==> config.mk <==
export PLATFORM = sky130hd
export DESIGN_NAME = gamma_frame_ctrl
export DESIGN_NICKNAME = d
export VERILOG_FILES = /design/src/verilog/gamma_pkg.sv /design/src/verilog/gamma_frame_ctrl.sv
export VERILOG_INCLUDE_DIRS = /design/src /design/src/verilog
export SDC_FILE = /design/constraint.sdc
export NUM_CORES = 1
export LEC_CHECK = 0
export BUFFER_PORTS_ARGS = -buffer_cell sky130_fd_sc_hd__buf_2
export CAP_MARGIN = 20
export CORE_ASPECT_RATIO = 2
export CORE_MARGIN = 2
export CORE_UTILIZATION = 53
export DETAILED_ROUTE_END_ITERATION = 10
export PLACE_DENSITY_LB_ADDON = 0.12
export SETUP_SLACK_MARGIN = 0.15
export SYNTH_ARGS = -nofsm -noshare
export SYNTH_HDL_FRONTEND = slang
export SYNTH_SLANG_ARGS = --single-unit
==> constraint.sdc <==
create_clock -name pclk -period 3.53 [get_ports pclk]
set_input_delay 0.5295 -clock pclk [delete_from_list [all_inputs] [get_ports pclk]]
set_output_delay 0.5295 -clock pclk [all_outputs]
set_load 0.01 [all_outputs]
==> src/verilog/gamma_config.svh <==
// gamma converter configuration: register map, control bits, subchannels and latency
`ifndef GAMMA_CONFIG_SVH
`define GAMMA_CONFIG_SVH

// subchannels multiplexed on one sensor port (1..4)
`define GAMMA_NUM_CHN         3

// register numbers on the command port
`define GAMMA_REG_CTRL        2'd0  // mode bits and soft trigger
`define GAMMA_REG_ADDR_DATA   2'd1  // table address or table data
`define GAMMA_REG_HEIGHT01    2'd2  // [15:0] height0-1, [31:16] height1-1
`define GAMMA_REG_HEIGHT2     2'd3  // [15:0] height2-1

// bit positions inside the control word
`define GAMMA_MODE_BAYER      0     // two bits wide
`define GAMMA_MODE_EN         2
`define GAMMA_MODE_REPET      3
`define GAMMA_MODE_TRIG       4     // one-shot, not stored

// set in ADDR_DATA -> address write, clear -> data write
`define GAMMA_ADDR_SEL        20

// pixel in to pixel out, in pclk cycles
`define GAMMA_LATENCY         5

`endif
==> src/verilog/gamma_pkg.sv <==
// shared types of the 16 to 8 bit gamma converter
package gamma_pkg;

    typedef logic [15:0] pix_in_t;      // raw sensor pixel
    typedef logic [7:0]  pix_out_t;     // converted pixel
    typedef logic [17:0] table_word_t;  // {coded diff[7:0], base[9:0]}
    typedef logic [11:0] table_addr_t;  // {subchn, color, index}
    typedef logic [15:0] height_t;      // lines minus one
    typedef logic [1:0]  subchn_t;
    typedef logic [1:0]  color_t;       // [1] row phase, [0] column phase

    // same bit order as the control word [3:0]
    typedef struct packed {
        logic       repet;  // accept every frame
        logic       en;     // converter enabled
        logic [1:0] bayer;  // {row, column} phase at frame start
    } mode_t;

    typedef struct packed {
        logic hact;
        logic sof;
        logic eof;
    } sync_t;

    // table write from the register block, 31 bits
    typedef struct packed {
        logic        we;
        table_addr_t addr;
        table_word_t data;
    } tbl_wr_t;

    typedef enum logic {
        FRAME_IDLE,
        FRAME_RUN
    } frame_state_t;

endpackage

==> src/verilog/gamma_frame_ctrl.sv <==
// frame gating by enable and trigger, and subchannel selection by line count
`include "gamma_config.svh"

module gamma_frame_ctrl (
    input  logic                  pclk,
    input  logic                  mrst,
    input  gamma_pkg::mode_t      mode,
    input  logic                  soft_trig,
    input  logic                  trig_in,
    input  gamma_pkg::height_t    height0,
    input  gamma_pkg::height_t    height1,
    input  gamma_pkg::height_t    height2,
    input  gamma_pkg::sync_t      sync_in,
    output gamma_pkg::sync_t      sync_acc,
    output logic                  frame_run,
    output gamma_pkg::subchn_t    subchn
);

    localparam gamma_pkg::subchn_t last_chn = `GAMMA_NUM_CHN - 1;

    logic                     pend_trig;  // trigger waiting for a start of frame
    logic                     sof_acc;    // start of frame let through
    logic                     hact_r;
    logic                     line_end;   // first cycle after a line
    gamma_pkg::height_t       line_cnt;   // lines left in this subchannel
    gamma_pkg::frame_state_t  state;

    assign sof_acc   = sync_in.sof && mode.en && (pend_trig || mode.repet);
    assign line_end  = hact_r && !sync_in.hact;
    assign frame_run = (state == gamma_pkg::FRAME_RUN);

    // hact and eof pass untouched, sof only when accepted
    assign sync_acc = '{hact: sync_in.hact, sof: sof_acc, eof: sync_in.eof};

    always_ff @(posedge pclk) begin
        if (mrst) begin
            pend_trig <= 1'b0;
            hact_r    <= 1'b0;
            state     <= gamma_pkg::FRAME_IDLE;
        end else begin
            pend_trig <= trig_in || soft_trig || (pend_trig && !sync_in.sof);
            hact_r    <= sync_in.hact;
            case (state)
                gamma_pkg::FRAME_IDLE: begin
                    if (sof_acc) begin
                        state <= gamma_pkg::FRAME_RUN;
                    end
                end
                gamma_pkg::FRAME_RUN: begin
                    if (sync_in.eof && !sof_acc) begin
                        state <= gamma_pkg::FRAME_IDLE; // frame done
                    end
                end
                default: state <= gamma_pkg::FRAME_IDLE;
            endcase
        end
    end

    // subchannel switch when the line count of the current one runs out
    always_ff @(posedge pclk) begin
        if (mrst) begin
            subchn   <= '0;
            line_cnt <= '0;
        end else if (sync_in.sof) begin
            subchn   <= '0;
            line_cnt <= height0;
        end else if (line_end) begin
            if (line_cnt != '0) begin
                line_cnt <= line_cnt - 1'b1;
            end else if (subchn < last_chn) begin
                subchn   <= subchn + 1'b1;
                line_cnt <= (subchn == 2'd0) ? height1 : height2; // subchn 3 reuses height2
            end
        end
    end

endmodule

# ---- Word level (Yosys, flattened, before mapping)
# Cells that the tools add are included.
# W data, S select, Z words.
dict set report op_classes {
  addsub 2
  mul 0
  n_div 0
  magnitude_cmp 1
  n_eq_ne 0
  shifts 0
  muxes 8
  n_bitwise 2
  reduce_logical 18
}
# op n
set op_table {}
lappend op_table {{$mux W16} 5}
lappend op_table {{$reduce_bool A16 Y1} 1}
lappend op_table {{$sub A16 B1 Y16 const B} 1}
lappend op_table {{$logic_and A1 B1 Y1} 5}
lappend op_table {{$logic_not A1 Y1} 3}
lappend op_table {{$logic_or A1 B1 Y1} 3}
lappend op_table {{$reduce_and A3 Y1} 1}
lappend op_table {{$reduce_bool A3 Y1} 1}
lappend op_table {{$add A2 B1 Y2 const B} 1}
lappend op_table {{$logic_not A2 Y1} 1}
lappend op_table {{$lt A2 B2 Y1 const B} 1}
lappend op_table {{$mux W1} 2}
lappend op_table {{$not A1 Y1} 2}
lappend op_table {{$pmux W1 S2} 1}
lappend op_table {{$reduce_and A2 Y1} 1}
lappend op_table {{$reduce_bool A2 Y1} 1}
lappend op_table {{$reduce_or A2 Y1} 1}
dict set report totals {
  regBits 21
  latch_bits 0
  mem_bits_rw 0
  rom_bits 0
  in_bits 59
  wordCells 36
  mem_count 0
}

# ---- Longest topological paths before layout
# Gate-level depths: netlist (run 1).
dict set report logic_depth {
  depth_word 6
  mapped_depth 8
  depth_no_buf 7
}

# ---- Least setup slack after synthesis (run 1)
# OpenSTA, ideal clock, no wires.
dict set report synth_timing {
  kind {input-to-output}
  startpoint {input sync_in[1] (netlist bit)}
  endpoint {output sync_acc[1] (netlist bit)}
  arrival_ps 1385
  t_required_ps 3000
  path_slack_ps 1615
  path_stages 4
  path_cell_list {clkbuf_1 > buf_1 > o211a_1 > buf_4}
}
dict set report synth_via {
  elab_chain_cells 2
}
# element line
set synth_lines {}
lappend synth_lines {{start: declaration} gamma_frame_ctrl.sv:13} ;# input gamma_pkg::sync_t sync_in,
lappend synth_lines {{$logic_and A1 B1 Y1 (2 in series)} gamma_frame_ctrl.sv:28} ;# assign sof_acc = sync_in.sof && mode.en && (pend_trig || mode.repet);
lappend synth_lines {{end: declaration} gamma_frame_ctrl.sv:14} ;# output gamma_pkg::sync_t sync_acc,
# No other way between the ends.

# ---- Worst setup path after layout (run 1)
dict set report layout_timing {
  startpoint {register line_cnt[0]}
  endpoint {register line_cnt[12]}
}
dict set report layout_via {
  elab_chain_cells 4
  elab_cells_between_ends 7
  cone_classes {add/sub: 1; mux: 3; reduce/logical: 3}
}
# element line
set layout_lines {}
lappend layout_lines {{start: declaration} gamma_frame_ctrl.sv:25} ;# gamma_pkg::height_t line_cnt;
lappend layout_lines {{start signal: assignment} gamma_frame_ctrl.sv:66} ;# line_cnt <= height0;
lappend layout_lines {{start signal: assignment} gamma_frame_ctrl.sv:69} ;# line_cnt <= line_cnt - 1'b1;
lappend layout_lines {{start signal: assignment} gamma_frame_ctrl.sv:72} ;# line_cnt <= (subchn == 2'd0) ? height1 : height2;
lappend layout_lines {{$sub A16 B1 Y16 or $reduce_bool A16 Y1 (tied branches)} {gamma_frame_ctrl.sv:69, gamma_frame_ctrl.sv:68}}
lappend layout_lines {{$mux W16} gamma_frame_ctrl.sv:68} ;# if (line_cnt != '0) begin
lappend layout_lines {{$mux W16} gamma_frame_ctrl.sv:67} ;# end else if (line_end) begin
lappend layout_lines {{$mux W16} gamma_frame_ctrl.sv:64} ;# end else if (sync_in.sof) begin
# Parallel ways exist; a longest one is shown, timed or not. The select of a mux whose other input is x is not followed.
# A chain may end at the register's enable or synchronous reset.

==> key figures, run 1 <==
GRT
  • Initial antenna violation count: 0
  • GRT overflow: 0
  • Top Usage Layer GRT: met2
  • GRT Util Overall: 0.249
  • Met1 Track Usage GR: 0.294
  • Pin count of the biggest net entering global routing: 28
  • Vias in the first global route: 1,740
  • Met2 GRT Util: 0.447
  • GR Util met3: 0.0277
  • First-pass GRT wire length: about 7400 µm

Timing
  • Max-slew headroom: 0.468
  • Slew @ Worst Pin: around 800 ps
  • RSZ-0062 raised after global routing: no
  • Period utilization: 0.687
  • TNS Setup: 0 ps
  • Final Worst Setup Slack: 1110 ps
  • Final min period: 2420 ps
  • Fin. max-slew vios: 0
  • Clk_skew: about 3.5 ps
  • Final Setup Violations: 0
  • Final Hold Vio Count: 0
  • Fmax: 413 MHz

Floorplan
  • Core ar.: 3160 µm²
  • DIE AREA: 3770 µm²
  • Row count: 29
  • IO Count: 65
  • Horiz. Die Dim: 44.4 µm
  • Die height: around 85 µm
  • Initial Util: 0.549

Place
  • Hpwl dp: 3360 µm
  • Placed insts: about 280
  • Gpl congestion: 0.877
  • Placed inst area: 2020 µm²
  • IO Port Bufs: 62
  • Post-Place Setup Slack: 1180 ps

Finish
  • Final design utilization: 0.654
  • Most common cell after layout, fill and taps aside: buf_2
  • Finished Layout Cells: between 200 and 300
  • Layout cells sized above 1: 0.370
  • NumNets Final: 320
  • Cell area after layout: 2070 µm²
  • N_diodes: 0
  • Syn-to-layout area delta: 19.1%
  • Commonest cells after routing, fill and taps aside: buf_2, dfxtp_1, nor2_1

Clock network
  • H-tree Lvls: 1
  • CTS root buf: clkbuf_8
  • Number of buffers created by CTS: 3
  • Clock Latency Late Sink: 260 ps
  • Worst-path clk slew: 80 ps
  • Clock sink count: 21
  • CTS Hold Bufs: 0
  • # resized after CTS: 0
  • CTS tree: done
  • Clock Path Buffers: 2
  • Postcts setup bufs: 0

Routing
  • First-pass DRT Iterations: 4
  • DR vias: around 1.7k
  • Routed Antenna Nets: 0
  • DRT iter0 DRCs: 48
  • Routed len/inst: 15.6 µm
  • Via density: 6.03
  • DRC Markers: 0
  • Routed wire length: between 4000 and 5000 µm

Min path
  • Min-Delay Path Class: in -> reg

Setup path
  • Reg2reg start: line_cnt[0]$_SDFFE_PP0P_
  • Critical Path RT: 3710 ps
  • Worst setup endpoint: line_cnt[12]$_SDFFE_PP0P_
  • Worst R2R Setup Slack: 1110 ps
  • CP startpoint: line_cnt[0]$_SDFFE_PP0P_
  • Setup CP Type: reg -> reg
  • Worst reg2reg endpoint: line_cnt[12]$_SDFFE_PP0P_
  • Worst EP arrival: 2600 ps
  • Worst-path maximum fanout: 11
  • Crit. End Element: register
  • Reg2reg path depth: 6
  • CP Launch Type: register

Power
  • Net Sw Power: between 0.2 and 0.25 mW
  • Power density cells: about 320 nW/µm²
  • Seq pwr share: 0.425
  • Clock network power share: 0.248
  • Int Pwr: 0.432 mW
  • Leak: 0.916 nW
  • Gate power share: 0.326
  • Max VDD drop: 242 µV
  • Sw Share: 0.346

Yosys
  • Post-synthesis cell count: 203
  • Main flop type after synthesis: dfxtp_1
  • Mapped Area: around 1700 µm²
  • Mapped Nets: between 200 and 300
  • EDFF count, synth: 0
  • Yosys warning count: 0
  • Synth async-reset ratio: 0
  • Syn avg cell area: 8.54 µm²
  • Post-synthesis register bit count: 21
  • Sequential share of the synthesized area: 0.242
  • Synth cell types: 53

Run
  • Max Cap Violations: 0

Run status
  • Status: finished clean
==> worst max-delay path, cell delays in order (launching register included) <==
cell and delay (ps):
dfxtp_1 370, inv_1 120, ha_1 170, nand4b_1 350, nor2_1 750, o21ai_0 290, a311oi_2 280
==> power by group through the flow <==
stage,Clock [mW],Sequential (mW),Combinational (mW)
finish,0.164,0.281,0.216
global route,0.177,0.284,0.237
CTS,0.164,0.281,0.216
detailed placement,0,0.286,0.214
global placement,0,0.286,0.211
floorplan,0,0.279,0.162
==> through the flow <==
stage                     hold slack [ps]  total power, mW
final                                 478            0.661
after global routing                  488            0.698
after CTS                             483            0.661
after detailed placement              476            0.501
after global placement                480            0.497
after floorplan                       462            0.441
==> how the worst min path moves through the flow <==
stage / startpoint / to / slack [ps] / cells past startpoint
after floorplan: pend_trig$_SDFF_PP0_ / pend_trig$_SDFF_PP0_ / 460 / 2
after global placement: frame_run$_SDFF_PP0_ / frame_run$_SDFF_PP0_ / 480 / 2
after detailed placement: frame_run$_SDFF_PP0_ / frame_run$_SDFF_PP0_ / 480 / 2
after CTS: soft_trig / pend_trig$_SDFF_PP0_ / 480 / 3
after global routing: trig_in / pend_trig$_SDFF_PP0_ / 490 / 3
final: soft_trig / pend_trig$_SDFF_PP0_ / 480 / 3
==> state kept, by name, summed over array words and instances, names as in the netlist <==
signal,cells
subchn,2
pend_trig,1
line_cnt,16
frame_run,1
hact_r,1
==> final cells by class <==
type / instances / area (µm²)
tap: 31 / 38.8
inverter: 11 / 41.3
sequential: 21 / 420
timing repair buffer: 66 / 353
clock buffer: 3 / 41.3
clock inverter: 1 / 5.00
multi-input combinational: 155 / 1170
fill: 294 / 1090
==> cell families after synthesis <==
logic type	Yosys count	synth area share
simple gates	79	0.249
compound gates	50	0.276
buf+inv	27	0.0851
flops	21	0.242
mux	13	0.0758
xor+xnor	10	0.0505
fa+ha+maj	3	0.0216
==> cell usage after synthesis, drive strengths merged, types with 6 or more instances <==
library cell	instances	area, µm²
a311oi	12	174
a31oi	6	37.5
buf	13	95.1
dfxtp	21	420
inv	10	37.5
mux2i	12	120
nand2	18	70.1
nand3	8	45.0
nor2	24	103
nor3	9	61.3
o21ai	6	30.0
xnor2	7	61.3
==> layer usage <==
layer | vias to the layer above | wire (µm)
met2 | 45 | 2450
met4 | 0 | 27
li1 | 869 | -
met3 | 2 | 172
met1 | 820 | 1840
met5 | - | 0
Note: power is estimated with default switching activity, not from simulation.
==> run 2, diff against run 1 <==
--- a/config.mk
+++ b/config.mk
@@ -6,11 +6,12 @@
 export SDC_FILE = /design/constraint.sdc
 export NUM_CORES = 1
 export LEC_CHECK = 0
+export ABC_AREA = 1
 export BUFFER_PORTS_ARGS = -buffer_cell sky130_fd_sc_hd__buf_2
 export CAP_MARGIN = 20
 export CORE_ASPECT_RATIO = 2
 export CORE_MARGIN = 2
-export CORE_UTILIZATION = 53
+export CORE_UTILIZATION = 50
 export DETAILED_ROUTE_END_ITERATION = 10
 export PLACE_DENSITY_LB_ADDON = 0.12
 export SETUP_SLACK_MARGIN = 0.15
==> constraint.sdc (replaced) <==
create_clock -name pclk -period 2.29 [get_ports pclk]
set_input_delay 0.3435 -clock pclk [delete_from_list [all_inputs] [get_ports pclk]]
set_output_delay 0.3435 -clock pclk [all_outputs]
set_load 0.01 [all_outputs]
==> run 2 against run 1 <==
  * Sequential cell count did not move
  * Non-clock buffer count shrank 1
  * Worst setup slack got worse by 750 ps
  * Critical path depth rose by 4
  * Combinational power up 95%
  * Final area up 7.6%
==> key figures, run 2 <==
Yosys
  • Synth area leader: dfxtp_1 (unchanged)
  • Synth top cells by count: nand2_1, nor2_1, inv_1 (was dfxtp_1, nor2_1, nand2_1)
  • Synth async-reset ratio: 0 (unchanged)
  • Mux share of post-synthesis cell area: 0.0216 (was 0.0758)
  • Post-synthesis cell count: 324 (was 203)
  • Xor and xnor fraction of the mapped netlist area: 0.0142 (was 0.0505)
  • Synth area leaders: dfxtp_1, nand2_1, nor2_1 (was dfxtp_1, a311oi_2, mux2i_1)
  • Mapped Nets: 386 (was 265)
  • Yosys warning count: 0 (unchanged)
  • Synth Area in Adders: 0.0202 (was 0.0216)
  • EDFF count, synth: 0 (unchanged)
  • Synth Area in Compound Gates: 0.117 (was 0.276)
  • Mapped Area: 1850 µm² (was 1730 µm²)
  • Largest family of logic cells by synthesized area: simple AND/OR/NAND/NOR gates (was compound AO/OA/AOI/OAI gates)
  • Synth top area share: 0.227 (was 0.242)
  • Main flop type after synthesis: dfxtp_1 (unchanged)
  • Sequential share of the synthesized area: 0.227 (was 0.242)
  • Post-Synth Simple-Gate Area: 0.489 (was 0.249)
  • Post-synthesis register bit count: 21 (unchanged)
  • Syn avg cell area: 5.72 µm² (was 8.54 µm²)
  • Synth cell types: 28 (was 53)
  • Most common cell in the synthesized netlist: nand2_1 (was dfxtp_1)

Power
  • Leak: 1.20 nW (was 0.916 nW)
  • Power density cells: 501 nW/µm² (was 320 nW/µm²)
  • Max VDD drop: 362 µV (was 242 µV)

Routing
  • Via density: 5.04 (was 6.03)
  • Routed len/inst: 12.0 µm (was 15.6 µm)
  • DRC Markers: 0 (unchanged)
  • DR vias: 2,154 (was 1,736)
  • Routed wire length: 5130 µm (was 4480 µm)
  • First-pass DRT Iterations: 4 (unchanged)
  • DRT iter0 DRCs: 33 (was 48)
  • Routed Antenna Nets: 0 (unchanged)

Setup path
  • Reg2reg start: line_cnt[0]$_SDFFE_PP0P_ (unchanged)
  • Reg2reg path depth: 10 (was 6)
  • Critical Path RT: 2460 ps (was 3710 ps)
  • Worst-path cell chain: inv_1, ha_1, nand3_1, nor2_4, nand2_4, nand2_2, nand2_2, buf_12, o21ai_0, nor2_1 (was inv_1, ha_1, nand4b_1, nor2_1, o21ai_0, a311oi_2)
  • CP Launch Type: register (unchanged)
  • CP startpoint: line_cnt[0]$_SDFFE_PP0P_ (unchanged)
  • Setup CP Type: reg -> reg (unchanged)
  • Worst reg2reg endpoint: line_cnt[0]$_SDFFE_PP0P_ (was line_cnt[12]$_SDFFE_PP0P_)
  • Worst path max stage delay: 310 ps (was 750 ps)
  • CP max stage cell: dfxtp_1 (was nor2_1)
  • Cell mode on critical path: nand2_2
  • Worst R2R Setup Slack: 360 ps (was 1110 ps)
  • Worst-path maximum fanout: 19 (was 11)
  • Crit. End Element: register (unchanged)
  • Worst EP arrival: 2100 ps (was 2600 ps)

Floorplan
  • Row count: 31 (was 29)
  • IO Count: 65 (unchanged)
  • DIE AREA: 4240 µm² (was 3770 µm²)
  • Horiz. Die Dim: 47.1 µm (was 44.4 µm)
  • Initial Util: 0.520 (was 0.549)
  • Die height: 90.1 µm (was 84.9 µm)
  • Core ar.: 3570 µm² (was 3160 µm²)

Clock network
  • CTS Hold Bufs: 0 (unchanged)
  • H-tree Lvls: 1 (unchanged)
  • # resized after CTS: 0 (unchanged)
  • Worst-path clk slew: 90 ps (was 80 ps)
  • Clock sink count: 21 (unchanged)
  • Clock Latency Late Sink: 270 ps (was 260 ps)
  • Postcts setup bufs: 0 (unchanged)
  • CTS tree: done (unchanged)
  • CTS root buf: clkbuf_8 (unchanged)
  • Clock Path Buffers: 2 (unchanged)
  • Number of buffers created by CTS: 3 (unchanged)

Finish
  • Commonest cells after routing, fill and taps aside: nand2_1, buf_2, nor2_1 (was buf_2, dfxtp_1, nor2_1)
  • Most common cell after layout, fill and taps aside: nand2_1 (was buf_2)
  • Syn-to-layout area delta: 19.9% (was 19.1%)
  • Largest reg by FF count: line_cnt (unchanged)
  • Final design utilization: 0.623 (was 0.654)
  • Cell area after layout: 2220 µm² (was 2070 µm²)
  • Biggest regs: line_cnt: 16 flops, subchn: 2 flops (unchanged)
  • N_diodes: 0 (unchanged)
  • Largest register FFs: 16 (unchanged)
  • NumNets Final: 441 (was 320)
  • Layout cells sized above 1: 0.235 (was 0.370)

Min path
  • Worst hold start: sync_in[2] (was soft_trig)
  • Hold Path Depth: 3 (unchanged)
  • Hold-critical path endpoint: hact_r$_SDFF_PP0_ (was pend_trig$_SDFF_PP0_)
  • Min-Delay Path Class: in -> reg (unchanged)

Place
  • Hpwl dp: 4010 µm (was 3360 µm)
  • Gpl congestion: 0.912 (was 0.877)
  • IO Port Bufs: 62 (unchanged)
  • Placed inst area: 2170 µm² (was 2020 µm²)

Timing
  • Fin. max-slew vios: 0 (unchanged)
  • Min Hold Slack: 304 ps (was 478 ps)
  • Final Hold Vio Count: 0 (unchanged)
  • TNS Setup: 0 ps (unchanged)
  • Period utilization: 0.844 (was 0.687)
  • Slew @ Worst Pin: 453 ps (was 796 ps)
  • RSZ-0062 raised after global routing: no (unchanged)
  • Final min period: 1930 ps (was 2420 ps)
  • Max-slew headroom: 0.697 (was 0.468)
  • Final Setup Violations: 0 (unchanged)
  • Clk_skew: 6.16 ps (was 3.54 ps)
  • Fmax: 517 MHz (was 413 MHz)

GRT
  • GRT overflow: 0 (unchanged)
  • GRT Util Overall: 0.252 (was 0.249)
  • Vias in the first global route: 1,854 (was 1,740)
  • Initial antenna violation count: 0 (unchanged)
  • First-pass GRT wire length: 8020 µm (was 7380 µm)
  • Pin count of the biggest net entering global routing: 20 (was 28)

Run
  • Max Cap Violations: 0 (unchanged)

Run status
  • Status: finished clean (unchanged)
[run 2: how the worst max path moves through the flow]
stage	to	slack, ps	cells after the start
2_1_floorplan	line_cnt[5]$_SDFFE_PP0P_	660	11
4_1_cts	line_cnt[4]$_SDFFE_PP0P_	350	10
5_1_grt	line_cnt[3]$_SDFFE_PP0P_	220	10
3_3_place_gp	line_cnt[0]$_SDFFE_PP0P_	380	10
6_report	line_cnt[0]$_SDFFE_PP0P_	360	10
3_5_place_dp	line_cnt[0]$_SDFFE_PP0P_	370	10
[run 2: per-stage QoR]
stage	instances	setup slack (ps)	total power, mW
final	427	357	1.11
after floorplan	324	657	0.743
after global placement	423	378	0.855
after global routing	427	218	1.20
after CTS	427	352	1.12
after detailed placement	423	365	0.860
[run 2: logic make-up (layout without fill, tap and decap cells)]
logic type / count (synthesis) / count (layout)
AOI/OAI and AO/OA: 42 / 42
xor gates and xnor gates: 3 / 3
adders and majority gates: 3 / 3
buffers and inverters: 47 / 101
DFF: 21 / 21
muxes: 4 / 4
and+or+nand+nor: 204 / 204
[run 2: metal layers]
layer,track usage,vias to the layer above,share of wire
li1,-,1135,-
met1,0.261,974,0.38
met2,0.479,37,0.58
met3,0.0201,8,0.021
met4,0.0810,0,0.020
met5,0,-,0
[run 2: worst max-delay path, delay by kind of cell (launching register included)]
kind / cells / cell delay, ps
compound gates: 1 / 150
fa+ha+maj: 1 / 230
buf+inv: 2 / 380
simple gates: 6 / 730
flops: 1 / 310
[run 2: layout make-up]
type | count | area (µm²)
Inverter | 32 | 120
Clock inverter | 1 | 7.51
Multi-Input combinational cell | 256 | 1230
Clock buffer | 3 | 41.3
Sequential cell | 21 | 420
Fill cell | 427 | 1350
Tap cell | 49 | 61.3
Timing Repair Buffer | 65 | 345
[run 2: report_power, final]
| part | internal, mW | total [mW] | switching (mW) |
|---|---|---|---|
| combinational | 0.169 | 0.421 | 0.252 |
| clock | 0.123 | 0.261 | 0.138 |
| sequential | 0.397 | 0.432 | 0.0360 |
| total | 0.688 | 1.11 | 0.426 |
